$ cat config.mk
export PLATFORM = sky130hd
export DESIGN_NAME = sys_regs_top
export DESIGN_NICKNAME = d
export VERILOG_FILES = /design/src/sys_regs_pkg.sv /design/src/kbd_fifo.sv /design/src/reg_decode.sv /design/src/sys_regs_top.sv /design/src/video_regs.sv
export SDC_FILE = /design/constraint.sdc
export NUM_CORES = 1
export LEC_CHECK = 0
export BUFFER_PORTS_ARGS = -buffer_cell sky130_fd_sc_hd__buf_2
export CORE_MARGIN = 2
export CORE_UTILIZATION = 45
export CTS_BUF_LIST = sky130_fd_sc_hd__clkbuf_8
export CTS_CLUSTER_DIAMETER = 60
export DETAILED_ROUTE_END_ITERATION = 16
export PLACE_DENSITY = 0.76
export SETUP_SLACK_MARGIN = 0.02
export SYNTH_ARGS = -nofsm -noshare
export SYNTH_HDL_FRONTEND = slang
export SYNTH_HIERARCHICAL = 1
export SYNTH_SLANG_ARGS = --single-unit
$ cat constraint.sdc
create_clock -name clk -period 3.05 [get_ports clk]
set_input_delay 0 -clock clk [delete_from_list [all_inputs] [get_ports clk]]
set_output_delay 0 -clock clk [all_outputs]
set_load 0.03 [all_outputs]
$ cat src/sys_regs_pkg.sv
package sys_regs_pkg;

    ////////////////////
    // Bus
    ////////////////////
    localparam int bus_aw = 32;
    localparam int bus_dw = 32;

    // Page select on address bits 31..12
    localparam int          page_lsb  = 12;
    localparam logic [19:0] regs_page = 20'h00002;

    // Word offset inside the page
    localparam int off_msb = 7;
    localparam int off_lsb = 2;

    ////////////////////
    // Register map
    ////////////////////
    typedef enum logic [3:0] {
        REG_ESPCTRL  = 4'd0,    // 0x02000
        REG_ESPDATA  = 4'd1,    // 0x02004
        REG_VCTRL    = 4'd2,    // 0x02008
        REG_VSCRX    = 4'd3,    // 0x0200C
        REG_VSCRY    = 4'd4,    // 0x02010
        REG_VLINE    = 4'd5,    // 0x02014
        REG_VIRQLINE = 4'd6,    // 0x02018
        REG_KEYBUF   = 4'd7,    // 0x0201C
        REG_NONE     = 4'd8     // Unmapped offset or other page
    } reg_sel_t;

    // ESP UART
    localparam int uart_dw      = 9;
    localparam int esp_ovf_bit  = 4;
    localparam int esp_ferr_bit = 3;

    // Keyboard buffer
    localparam int kbd_dw    = 16;
    localparam int kbd_depth = 16;
    localparam int kbd_aw    = 4;

    // Video fields
    localparam int vctrl_w = 6;    // sprites, tile, gfx, priority, mode80, text
    localparam int scrx_w  = 9;
    localparam int scry_w  = 8;
    localparam int line_w  = 9;

endpackage

$ cat src/kbd_fifo.sv
`timescale 1ns/1ps

module kbd_fifo (
    input  logic                            clk,
    input  logic                            reset,
    input  logic [sys_regs_pkg::kbd_dw-1:0] kbd_data,
    input  logic                            kbd_wren,
    input  logic                            kbd_rd,
    input  logic                            kbd_flush,
    output logic [sys_regs_pkg::kbd_dw-1:0] kbd_head,
    output logic                            kbd_empty
);

    logic [sys_regs_pkg::kbd_dw-1:0] mem [sys_regs_pkg::kbd_depth];
    logic [sys_regs_pkg::kbd_aw-1:0] wr_ptr;
    logic [sys_regs_pkg::kbd_aw-1:0] rd_ptr;
    logic [sys_regs_pkg::kbd_aw:0]   count;    // One extra bit for full
    logic                            full;
    logic                            push;
    logic                            pop;

    assign full      = count[sys_regs_pkg::kbd_aw];
    assign kbd_empty = (count == '0);

    // Flush beats both push and pop
    assign push = kbd_wren && !full && !kbd_flush;
    assign pop  = kbd_rd && !kbd_empty && !kbd_flush;

    always_ff @(posedge clk) begin
        if (push)
            mem[wr_ptr] <= kbd_data;
    end

    always_ff @(posedge clk or posedge reset) begin
        if (reset) begin
            wr_ptr <= '0;
            rd_ptr <= '0;
            count  <= '0;
        end else if (kbd_flush) begin
            wr_ptr <= '0;
            rd_ptr <= '0;
            count  <= '0;
        end else begin
            if (push) wr_ptr <= wr_ptr + 1'b1;    // Wraps at depth
            if (pop)  rd_ptr <= rd_ptr + 1'b1;
            if (push && !pop)
                count <= count + 1'b1;
            else if (pop && !push)
                count <= count - 1'b1;
        end
    end

    // Head reads as zero while empty
    assign kbd_head = kbd_empty ? '0 : mem[rd_ptr];

endmodule

$ cat src/reg_decode.sv
`timescale 1ns/1ps

module reg_decode (
    input  logic                             clk,
    input  logic                             reset,

    // CPU bus
    input  logic [sys_regs_pkg::bus_aw-1:0]  bus_addr,
    input  logic [sys_regs_pkg::bus_dw-1:0]  bus_wrdata,
    input  logic                             bus_strobe,
    input  logic                             bus_wren,
    output logic [sys_regs_pkg::bus_dw-1:0]  bus_rddata,

    // To video registers
    output sys_regs_pkg::reg_sel_t           reg_sel,
    output logic                             reg_wr,

    // ESP UART
    input  logic [sys_regs_pkg::uart_dw-1:0] uart_rx_data,
    input  logic                             uart_rx_empty,
    input  logic                             uart_tx_full,
    input  logic                             uart_rx_overflow,
    input  logic                             uart_rx_framing_error,
    output logic [sys_regs_pkg::uart_dw-1:0] uart_tx_data,
    output logic                             uart_tx_wr,
    output logic                             uart_rx_rd,

    // Keyboard buffer
    output logic                             kbd_rd,
    output logic                             kbd_flush,
    input  logic [sys_regs_pkg::kbd_dw-1:0]  kbd_head,
    input  logic                             kbd_empty,

    // Read-back
    input  logic [sys_regs_pkg::vctrl_w-1:0] vctrl,
    input  logic [sys_regs_pkg::scrx_w-1:0]  scroll_x,
    input  logic [sys_regs_pkg::scry_w-1:0]  scroll_y,
    input  logic [sys_regs_pkg::line_w-1:0]  irq_line_num,
    input  logic [sys_regs_pkg::line_w-1:0]  vline
);

    logic [sys_regs_pkg::off_msb-sys_regs_pkg::off_lsb:0] offset;
    logic page_hit;
    logic esp_ovf;     // Sticky overflow
    logic esp_ferr;    // Sticky framing error

    ////////////////////
    // Decode
    ////////////////////
    assign offset   = bus_addr[sys_regs_pkg::off_msb:sys_regs_pkg::off_lsb];
    assign page_hit = bus_strobe &&
                      bus_addr[sys_regs_pkg::bus_aw-1:sys_regs_pkg::page_lsb] ==
                      sys_regs_pkg::regs_page;

    always_comb begin
        reg_sel = sys_regs_pkg::REG_NONE;
        if (page_hit && offset[5:3] == 3'd0)    // Only the first eight words
            reg_sel = sys_regs_pkg::reg_sel_t'({1'b0, offset[2:0]});
    end

    assign reg_wr = bus_strobe && bus_wren;

    ////////////////////
    // Read mux
    ////////////////////
    always_comb begin
        bus_rddata = '0;
        case (reg_sel)
            sys_regs_pkg::REG_ESPCTRL: begin
                bus_rddata[sys_regs_pkg::esp_ovf_bit]  = esp_ovf;
                bus_rddata[sys_regs_pkg::esp_ferr_bit] = esp_ferr;
                bus_rddata[1] = uart_tx_full;
                bus_rddata[0] = !uart_rx_empty;
            end
            sys_regs_pkg::REG_ESPDATA:  bus_rddata[sys_regs_pkg::uart_dw-1:0] = uart_rx_data;
            sys_regs_pkg::REG_VCTRL:    bus_rddata[sys_regs_pkg::vctrl_w-1:0] = vctrl;
            sys_regs_pkg::REG_VSCRX:    bus_rddata[sys_regs_pkg::scrx_w-1:0]  = scroll_x;
            sys_regs_pkg::REG_VSCRY:    bus_rddata[sys_regs_pkg::scry_w-1:0]  = scroll_y;
            sys_regs_pkg::REG_VLINE:    bus_rddata[sys_regs_pkg::line_w-1:0]  = vline;
            sys_regs_pkg::REG_VIRQLINE: bus_rddata[sys_regs_pkg::line_w-1:0]  = irq_line_num;
            sys_regs_pkg::REG_KEYBUF: begin
                bus_rddata[sys_regs_pkg::bus_dw-1]      = kbd_empty;
                bus_rddata[sys_regs_pkg::kbd_dw-1:0]    = kbd_head;
            end
            default: bus_rddata = '0;
        endcase
    end

    // Strobes, one per access cycle
    assign uart_tx_data = bus_wrdata[sys_regs_pkg::uart_dw-1:0];
    assign uart_tx_wr   =  bus_wren && reg_sel == sys_regs_pkg::REG_ESPDATA;
    assign uart_rx_rd   = !bus_wren && reg_sel == sys_regs_pkg::REG_ESPDATA;
    assign kbd_flush    =  bus_wren && reg_sel == sys_regs_pkg::REG_KEYBUF;
    assign kbd_rd       = !bus_wren && reg_sel == sys_regs_pkg::REG_KEYBUF;

    ////////////////////
    // UART error flags
    ////////////////////
    always_ff @(posedge clk or posedge reset) begin
        if (reset) begin
            esp_ovf  <= 1'b0;
            esp_ferr <= 1'b0;
        end else begin
            if (reg_wr && reg_sel == sys_regs_pkg::REG_ESPCTRL) begin    // Write one to clear
                esp_ovf  <= esp_ovf  & ~bus_wrdata[sys_regs_pkg::esp_ovf_bit];
                esp_ferr <= esp_ferr & ~bus_wrdata[sys_regs_pkg::esp_ferr_bit];
            end
            // New events take priority over a clear
            if (uart_rx_overflow)      esp_ovf  <= 1'b1;
            if (uart_rx_framing_error) esp_ferr <= 1'b1;
        end
    end

endmodule

$ cat src/sys_regs_top.sv
`timescale 1ns/1ps

module sys_regs_top (
    input  logic                             clk,
    input  logic                             reset,

    // CPU bus
    input  logic [sys_regs_pkg::bus_aw-1:0]  bus_addr,
    input  logic [sys_regs_pkg::bus_dw-1:0]  bus_wrdata,
    input  logic                             bus_strobe,
    input  logic                             bus_wren,
    output logic [sys_regs_pkg::bus_dw-1:0]  bus_rddata,

    // Keyboard codes from SPI side
    input  logic [sys_regs_pkg::kbd_dw-1:0]  kbd_data,
    input  logic                             kbd_wren,

    // ESP UART
    input  logic [sys_regs_pkg::uart_dw-1:0] uart_rx_data,
    input  logic                             uart_rx_empty,
    input  logic                             uart_tx_full,
    input  logic                             uart_rx_overflow,
    input  logic                             uart_rx_framing_error,
    output logic [sys_regs_pkg::uart_dw-1:0] uart_tx_data,
    output logic                             uart_tx_wr,
    output logic                             uart_rx_rd,

    // Video
    input  logic [sys_regs_pkg::line_w-1:0]  vline,
    output logic [sys_regs_pkg::vctrl_w-1:0] vctrl,
    output logic [sys_regs_pkg::scrx_w-1:0]  scroll_x,
    output logic [sys_regs_pkg::scry_w-1:0]  scroll_y,
    output logic [sys_regs_pkg::line_w-1:0]  irq_line_num
);

    sys_regs_pkg::reg_sel_t          reg_sel;
    logic                            reg_wr;
    logic                            kbd_rd;
    logic                            kbd_flush;
    logic [sys_regs_pkg::kbd_dw-1:0] kbd_head;
    logic                            kbd_empty;

    ////////////////////
    // Keyboard buffer
    ////////////////////
    kbd_fifo kbd_fifo (
        .clk       (clk),
        .reset     (reset),
        .kbd_data  (kbd_data),
        .kbd_wren  (kbd_wren),
        .kbd_rd    (kbd_rd),
        .kbd_flush (kbd_flush),
        .kbd_head  (kbd_head),
        .kbd_empty (kbd_empty)
    );

    ////////////////////
    // Decode and read-back
    ////////////////////
    reg_decode reg_decode (
        .clk                   (clk),
        .reset                 (reset),
        .bus_addr              (bus_addr),
        .bus_wrdata            (bus_wrdata),
        .bus_strobe            (bus_strobe),
        .bus_wren              (bus_wren),
        .bus_rddata            (bus_rddata),
        .reg_sel               (reg_sel),
        .reg_wr                (reg_wr),
        .uart_rx_data          (uart_rx_data),
        .uart_rx_empty         (uart_rx_empty),
        .uart_tx_full          (uart_tx_full),
        .uart_rx_overflow      (uart_rx_overflow),
        .uart_rx_framing_error (uart_rx_framing_error),
        .uart_tx_data          (uart_tx_data),
        .uart_tx_wr            (uart_tx_wr),
        .uart_rx_rd            (uart_rx_rd),
        .kbd_rd                (kbd_rd),
        .kbd_flush             (kbd_flush),
        .kbd_head              (kbd_head),
        .kbd_empty             (kbd_empty),
        .vctrl                 (vctrl),
        .scroll_x              (scroll_x),
        .scroll_y              (scroll_y),
        .irq_line_num          (irq_line_num),
        .vline                 (vline)
    );

    video_regs video_regs (
        .clk          (clk),
        .reset        (reset),
        .reg_sel      (reg_sel),
        .reg_wr       (reg_wr),
        .wrdata       (bus_wrdata),    // Same word the decoder sees
        .vctrl        (vctrl),
        .scroll_x     (scroll_x),
        .scroll_y     (scroll_y),
        .irq_line_num (irq_line_num)
    );

endmodule

$ cat src/video_regs.sv
`timescale 1ns/1ps

module video_regs (
    input  logic                             clk,
    input  logic                             reset,
    input  sys_regs_pkg::reg_sel_t           reg_sel,
    input  logic                             reg_wr,
    input  logic [sys_regs_pkg::bus_dw-1:0]  wrdata,
    output logic [sys_regs_pkg::vctrl_w-1:0] vctrl,
    output logic [sys_regs_pkg::scrx_w-1:0]  scroll_x,
    output logic [sys_regs_pkg::scry_w-1:0]  scroll_y,
    output logic [sys_regs_pkg::line_w-1:0]  irq_line_num
);

    ////////////////////
    // Writable registers
    ////////////////////
    always_ff @(posedge clk or posedge reset) begin
        if (reset) begin
            vctrl        <= '0;
            scroll_x     <= '0;
            scroll_y     <= '0;
            irq_line_num <= '0;
        end else if (reg_wr) begin
            case (reg_sel)
                sys_regs_pkg::REG_VCTRL:
                    vctrl <= wrdata[sys_regs_pkg::vctrl_w-1:0];
                sys_regs_pkg::REG_VSCRX:
                    scroll_x <= wrdata[sys_regs_pkg::scrx_w-1:0];
                sys_regs_pkg::REG_VSCRY:
                    scroll_y <= wrdata[sys_regs_pkg::scry_w-1:0];
                // Raster interrupt line on its own address
                sys_regs_pkg::REG_VIRQLINE:
                    irq_line_num <= wrdata[sys_regs_pkg::line_w-1:0];
                default: ;    // Other registers live elsewhere
            endcase
        end
    end

endmodule
# [Word level (Yosys, flattened, before mapping)]
# Memories as Yosys holds them, arrays and structs flattened.
# Index checks and enable logic that the tools add are counted.
[totals] register_bits=47 ram_bits=256 elab_cells=82 mem_count=1
[mem_list] name="kbd_fifo.mem" words=16 word_bits=16 rd=1 rd_clocked_by_memory_dff=0 write_ports=1 line_no="kbd_fifo.sv:14" text="logic [sys_regs_pkg::kbd_dw-1:0] mem [sys_regs_pkg::kbd_depth];"
[classes] add_sub_neg=4 n_eq_ne=8 muxes=23 bitwise=4 reduce_logical=33
[ops] cell="case mux 2 bit (8 select lines)" n=2
[ops] cell="equality test 20 x 2 -> 1 bit (second input constant)" n=1
[ops] cell="two-way mux 4 bit" n=5
[ops] cell="equality test 4 x 3 -> 1 bit (second input constant)" n=4
[ops] cell="two-way mux 16 bit" n=1
[ops] cell="two-way mux 5 bit" n=3
[ops] cell="logical AND 1 bit" n=14
[ops] cell="case mux 1 bit (7 select lines)" n=2
[ops] cell="case mux 2 bit (6 select lines)" n=1
[ops] cell="adder 4 x 1 -> 4 bit (second input constant)" n=2
[ops] cell="equality test 4 x 2 -> 1 bit (second input constant)" n=2
[ops] cell="AND reduction 2 bit" n=4
[ops] cell="nonzero test 2 bit" n=4
[ops] cell="zero test 1 bit" n=7
[ops] cell="two-way mux 1 bit" n=7
[ops] cell="two-way mux 7 bit" n=1
[ops] cell="adder 5 x 1 -> 5 bit (second input constant)" n=1
[ops] cell="zero test 5 bit" n=1
[ops] cell="case mux 1 bit (5 select lines)" n=1
[ops] cell="subtractor 5 x 1 -> 5 bit (second input constant)" n=1
[ops] cell="equality test 4 x 1 -> 1 bit (second input constant)" n=1
[ops] cell="zero test 4 bit" n=1
[ops] cell="zero test 3 bit" n=1
[ops] cell="nonzero test 3 bit" n=1
[ops] cell="2 further kinds" n=4

# [Depth between registers and ports, before layout]
[logic_depth] depth_word=13 ltp_mapped=13

# [By module]
# The synthesis kept the hierarchy.
[by_module_without_submodules] mod="kbd_fifo" instances=1 cells_each=535 area_per_inst_um2=10780.3 seq_area_each_um2=8012.7
[by_module_without_submodules] mod="video_regs" instances=1 cells_each=73 area_per_inst_um2=1303.8 seq_area_each_um2=800.8
[by_module_without_submodules] mod="reg_decode" instances=1 cells_each=137 area_per_inst_um2=1061.0 seq_area_each_um2=50.0

# [Worst setup path after synthesis]
# OpenSTA, ideal clock, no wires.
[synth_timing] path_kind="input-to-reg" from="in bus_addr[3] (netlist name)" to="mem kbd_fifo/mem[3][0] (netlist name) (enable)" arrival_ns=2.237 t_required_ns=2.641 path_slack_ns=0.404 stages=7 path_buffers=3 cell_sequence="buf_2 -> and2_1 -> clkbuf_1 -> and3_1 -> clkbuf_1 -> or2_1 -> nor3_1"
[synth_via] elab_chain_cells=7
[synth_rtl] element="from (decl)" line_no="sys_regs_top.sv:8" text="input logic [sys_regs_pkg::bus_aw-1:0] bus_addr,"
[synth_rtl] element="two-way mux 4 bit" line_no="reg_decode.sv:57" text="if (page_hit && offset[5:3] == 3'd0)"
[synth_rtl] element="equality test 4 x 3 -> 1 bit" line_no="reg_decode.sv:93" text="assign kbd_flush = bus_wren && reg_sel == sys_regs_pkg::REG_KEYBUF;"
[synth_rtl] element="logical AND 1 bit" line_no="reg_decode.sv:93"
[synth_rtl] element="named net kbd_flush" line_no="sys_regs_top.sv:39" text="logic kbd_flush;"
[synth_rtl] element="zero test 1 bit" line_no="kbd_fifo.sv:26" text="assign push = kbd_wren && !full && !kbd_flush;"
[synth_rtl] element="logical AND 1 bit" line_no="kbd_fifo.sv:26"
[synth_rtl] element="two-way mux 1 bit" line_no="kbd_fifo.sv:30" text="if (push)"
[synth_rtl] element="two-way mux 1 bit (implied by the code)" line_no="kbd_fifo.sv:31" text="mem[wr_ptr] <= kbd_data;"
[synth_rtl] element="to (decl)" line_no="kbd_fifo.sv:14"
# The timed path passes the listed nets, and every way through them passes these cells.

# [Worst setup path in the final report]
[layout_timing] from="reg kbd_fifo/rd_ptr[1] (netlist name)" to="out bus_rddata[3] (netlist name)"
[layout_via] elab_chain_cells=3
[layout_rtl] element="from (decl)" line_no="kbd_fifo.sv:16" text="logic [sys_regs_pkg::kbd_aw-1:0] rd_ptr;"
[layout_rtl] element="from (signal assigned)" line_no="kbd_fifo.sv:45" text="if (pop) rd_ptr <= rd_ptr + 1'b1;"
[layout_rtl] element="memory (16 x 16 bit)"
[layout_rtl] element="two-way mux 16 bit" line_no="kbd_fifo.sv:54" text="assign kbd_head = kbd_empty ? '0 : mem[rd_ptr];"
[layout_rtl] element="named net kbd_head, one bit" line_no="sys_regs_top.sv:40" text="logic [sys_regs_pkg::kbd_dw-1:0] kbd_head;"
[layout_rtl] element="case mux 2 bit (8 select lines)" line_no="reg_decode.sv:68" text="case (reg_sel)"
[layout_rtl] element="to (decl)" line_no="sys_regs_top.sv:12" text="output logic [sys_regs_pkg::bus_dw-1:0] bus_rddata,"
# The timed path passes the listed nets, and every way through them passes these cells.

==> summary.txt <==
Status
  – Status: complete, no violations

Critical path
  – Family with the most delay on the worst path: multiplexers
  – Critical Path Start Type: register
  – Critical path buffers and inverters: 3
  – R2r startpoint: kbd_fifo/count[0]
  – Critical Path AT: 3030 ps
  – Cell with the largest stage delay on the worst path: dfrtp_4
  – Critical Path End Type: output pin
  – Slowest cell delay on critical path: approximately 530 ps
  – First element of the critical path: kbd_fifo/rd_ptr[1]
  – Required time worst endpoint: 3050 ps
  – Endpoint of the lowest-slack register-to-register path: kbd_fifo/count[4]
  – List of cells traversed by the critical path: buf_12 -> buf_4 -> mux4_2 -> mux2_2 -> nand2_1 -> o221ai_2 -> and3_4 -> a311oi_2 -> o22a_1 -> nor2_2 -> buf_6
  – Depth of the worst register-to-register path: 8
  – Critical path fanouts, max: 5
  – Startpoint-to-endpoint class of the critical path: reg2out
  – Flop2flop setup slack: about 260 ps

Floorplanning
  – # rows: 62
  – Placeable Area: around 29,000 um^2
  – I/O pins: 182
  – Die Area: a little over 30,000 um^2
  – Die height: roughly 170 um
  – Starting utilization of the core area: a little under half
  – Chip width: 175 um

Placed design
  – Post-DP HPWL: roughly 20,000 um
  – Setup slack at placement: approximately 260 ps
  – Placer congestion estimate: approximately 0.86
  – Port buffer count: 137
  – Dpl cells: 1,254

Route
  – Number of iterations in the first detailed-routing pass: 5
  – Total Routed Length: ~31,000 um
  – Via count: approximately 7,600
  – Vias per Instance: roughly 5.5
  – Starting DRC count in detailed routing: ~670
  – Post-route antenna net violation count: 0
  – Routed len/inst: 22.4 um
  – DRC: 0

Logic synthesis
  – Most numerous cell in the Yosys netlist: edfxtp_1
  – Warning count from the yosys run: 6
  – Fraction of the yosys area taken by sequential cells: 67.4%
  – EDFF count, synth: about 260
  – Commonest cells post-synth: 256 x edfxtp_1, 70 x mux4_2, 47 x dfrtp_1
  – Post-synthesis instance area: ~13,000 um^2
  – Synth unique cells: 66
  – Area leader, netlist: edfxtp_1
  – Primary flip-flop cell chosen by synthesis mapping: edfxtp_1
  – Number of instances in the synthesized netlist: about 750
  – Area share of the largest cell type after synthesis: about three fifths
  – Proportion of synthesized flip-flops having asynchronous set or reset: 15.5%
  – Avg Cell Area, Syn: between 15 and 20 um^2
  – Top cells by area, synth: edfxtp_1 58%, mux4_2 12%, dfrtp_1 8.9%
  – Number of synthesized register bits: roughly 300

Cells and area
  – ANT cells: 0
  – Post-synthesis to final-layout area growth: 20.5%
  – Final cell count without fillers: 1,393
  – Share of layout cells above drive strength 1: 41.5%
  – Number of nets in the layout: 1,089

CTS
  – Clock Pin Slew Worst Setup and Hold Paths: around 60 ps
  – Clock Tree Buf Depth: 3
  – Clk_lat worst skew: about 560 ps
  – Num CTS Buffers: 47
  – Clock tree from TritonCTS: built
  – Total clock sinks: around 300
  – Root buffer cell: clkbuf_8
  – H-tree depth: 2

Power
  – Clock network fraction of design power: a little under two fifths
  – Cell-internal power: 6.35 mW
  – Peak supply drop: about 0.00040 V
  – Net switching power of the design: around 1.9 mW
  – Sequential group share of total power: 55.9%
  – Sw Ratio: around a quarter
  – Part of the total power dissipated in combinational logic: between 6 and 7%
  – LEAKAGE: 6.01 nW
  – Ratio of total power to cell area: about 520 nW/um^2

STA
  – Shortest clock period the worst path allows after layout: 3030 ps
  – Maximum clock frequency: 0.330 GHz
  – Tcrit/Tclk final: between 90% and 100%
  – Max-Slew Margin vs Limit: roughly 22%
  – Final-report setup violation count: 0
  – Largest clock skew in the final design: approximately 12 ps
  – Actual slew at the worst max-slew pin: approximately 1200 ps
  – Hold WS: around 68 ps
  – Endpoints failing hold: 0
  – RSZ-0062 raised after global routing: true
  – Count of pins over their slew limit: 0
  – Final worst-path setup slack: 23.9 ps

Global route
  – Residual overflow from global routing: 0
  – Pin count of the biggest net entering global routing: 33
  – Antenna violations before repair: 0
  – First-pass GRT wire length: 47,200 um
  – Via count of the first global-routing pass: a little under 8,000
  – Total Routing Usage GR: 20.7%

Hold path
  – Classification of the worst-slack hold path: in2async

Run
  – Maximum capacitance violations: 0
-- stage by stage --
step | instance area (um^2) | utilization [%] | TNS [ps] | total power, mW
finish | 15800 | 55.2 | 0 | 8.29
CTS | 15700 | 54.9 | -227 | 8.35
global placement | 14300 | 49.7 | 0 | 5.21
floorplan | 13200 | - | 0 | 5.04
detailed placement | 14300 | 49.7 | 0 | 5.23
global route | 15800 | 55.2 | -309 | 8.62
-- kinds of logic after synthesis --
logic type / after synthesis / share of synthesized area (%)
AOI/OAI and AO/OA: 59 / 3.83
other: 1 / 0.0285
and+or+nand+nor: 133 / 5.74
xor gates and xnor gates: 6 / 0.400
muxes: 130 / 17.4
buffers and inverters: 103 / 4.12
DFF: 303 / 67.4
adders and majority gates: 10 / 1.01
-- tightest hold or removal path: stages --
cell           delay [ps]
dlygate4sd3_1         540
buf_2                 140
inv_1                 400
-- power by group through the flow --
stage | sequential (mW) | clock, mW | combinational [mW]
detailed placement | 4.71 | 0 | 0.519
CTS | 4.63 | 3.18 | 0.552
global placement | 4.71 | 0 | 0.503
floorplan | 4.69 | 0 | 0.355
finish | 4.63 | 3.11 | 0.552
global route | 4.64 | 3.36 | 0.617
-- cells in the final DEF (no fill, tap or decap), drive strengths merged, types with 2 or more instances in the layout --
cell type,synthesis,final
edfxtp,256,256
nor2,27,27
a21oi,11,11
nand2b,7,7
nor3,6,6
conb,1,15
and2,14,14
nand2,32,32
nor3b,2,2
and3,13,13
o2bb2ai,5,5
a22oi,3,3
xnor2,2,2
a31oi,4,4
o21ai,2,2
or2,2,2
buf,51,189
a211oi,2,2
ha,9,9
o22a,2,2
inv,44,62
nand3,6,6
clkinvlp,0,2
and3b,3,3
a221oi,3,3
nor2b,7,7
dfrtp,47,47
a211o,2,2
mux2i,9,9
mux2,51,51
a22o,3,3
xor2,4,4
o221ai,16,16
mux4,70,70
clkbuf,7,48
nand4,2,2
dlygate4sd3,0,32
nor4,6,6
clkinv,1,18
-- layer usage --
metal / GRT usage [%] / routed length (um) / part of all wire [%] / up-vias
li1: - / - / - / 3342
met2: 36.2 / 15800 / 51 / 374
met5: 0 / 0 / 0 / -
met4: 6.39 / 722 / 2.3 / 0
met1: 26.1 / 12300 / 39 / 3845
met3: 4.20 / 2440 / 7.8 / 61
-- registers in the layout, indices dropped and copies added (netlist names) --
signal and count:
reg_decode/esp_ovf 1, video_regs/scroll_y 8, video_regs/vctrl 6, kbd_fifo/wr_ptr 4, kbd_fifo/rd_ptr 4, video_regs/scroll_x 9, kbd_fifo/mem 256, kbd_fifo/count 5
reg_decode/esp_ferr 1, video_regs/irq_line_num 9
-- layout make-up --
| class | count | area [um^2] |
|---|---|---|
| Inverter | 45 | 169 |
| Clock buffer | 48 | 661 |
| Clock inverter | 38 | 205 |
| Tap cell | 384 | 480 |
| Timing Repair Buffer | 222 | 1540 |
| Sequential cell | 303 | 8870 |
| Fill cell | 2197 | 12900 |
| Multi-Input combinational cell | 353 | 3910 |
-- worst max path at each step --
| stage | to | slack, ps | depth (start not counted) |
|---|---|---|---|
| 2_1_floorplan | kbd_fifo/mem[3][0] | 400 | 7 |
| 3_3_place_gp | kbd_fifo/count[4] | 350 | 8 |
| 3_5_place_dp | kbd_fifo/count[4] | 260 | 13 |
| 4_1_cts | bus_rddata[2] | -70 | 12 |
| 5_1_grt | bus_rddata[1] | -70 | 10 |
| 6_report | bus_rddata[3] | 20 | 11 |
-- repair_timing --
action                     in CTS  in global routing
setup endpoints to repair      12                 11
hold endpoints to repair      338                  0
gates cloned                    3                  0
buffers inserted               11                  8
pin swaps                       4                  3
gates resized for setup        21                 19
hold buffers                   32                  0
(Power assumes the default switching activity.)
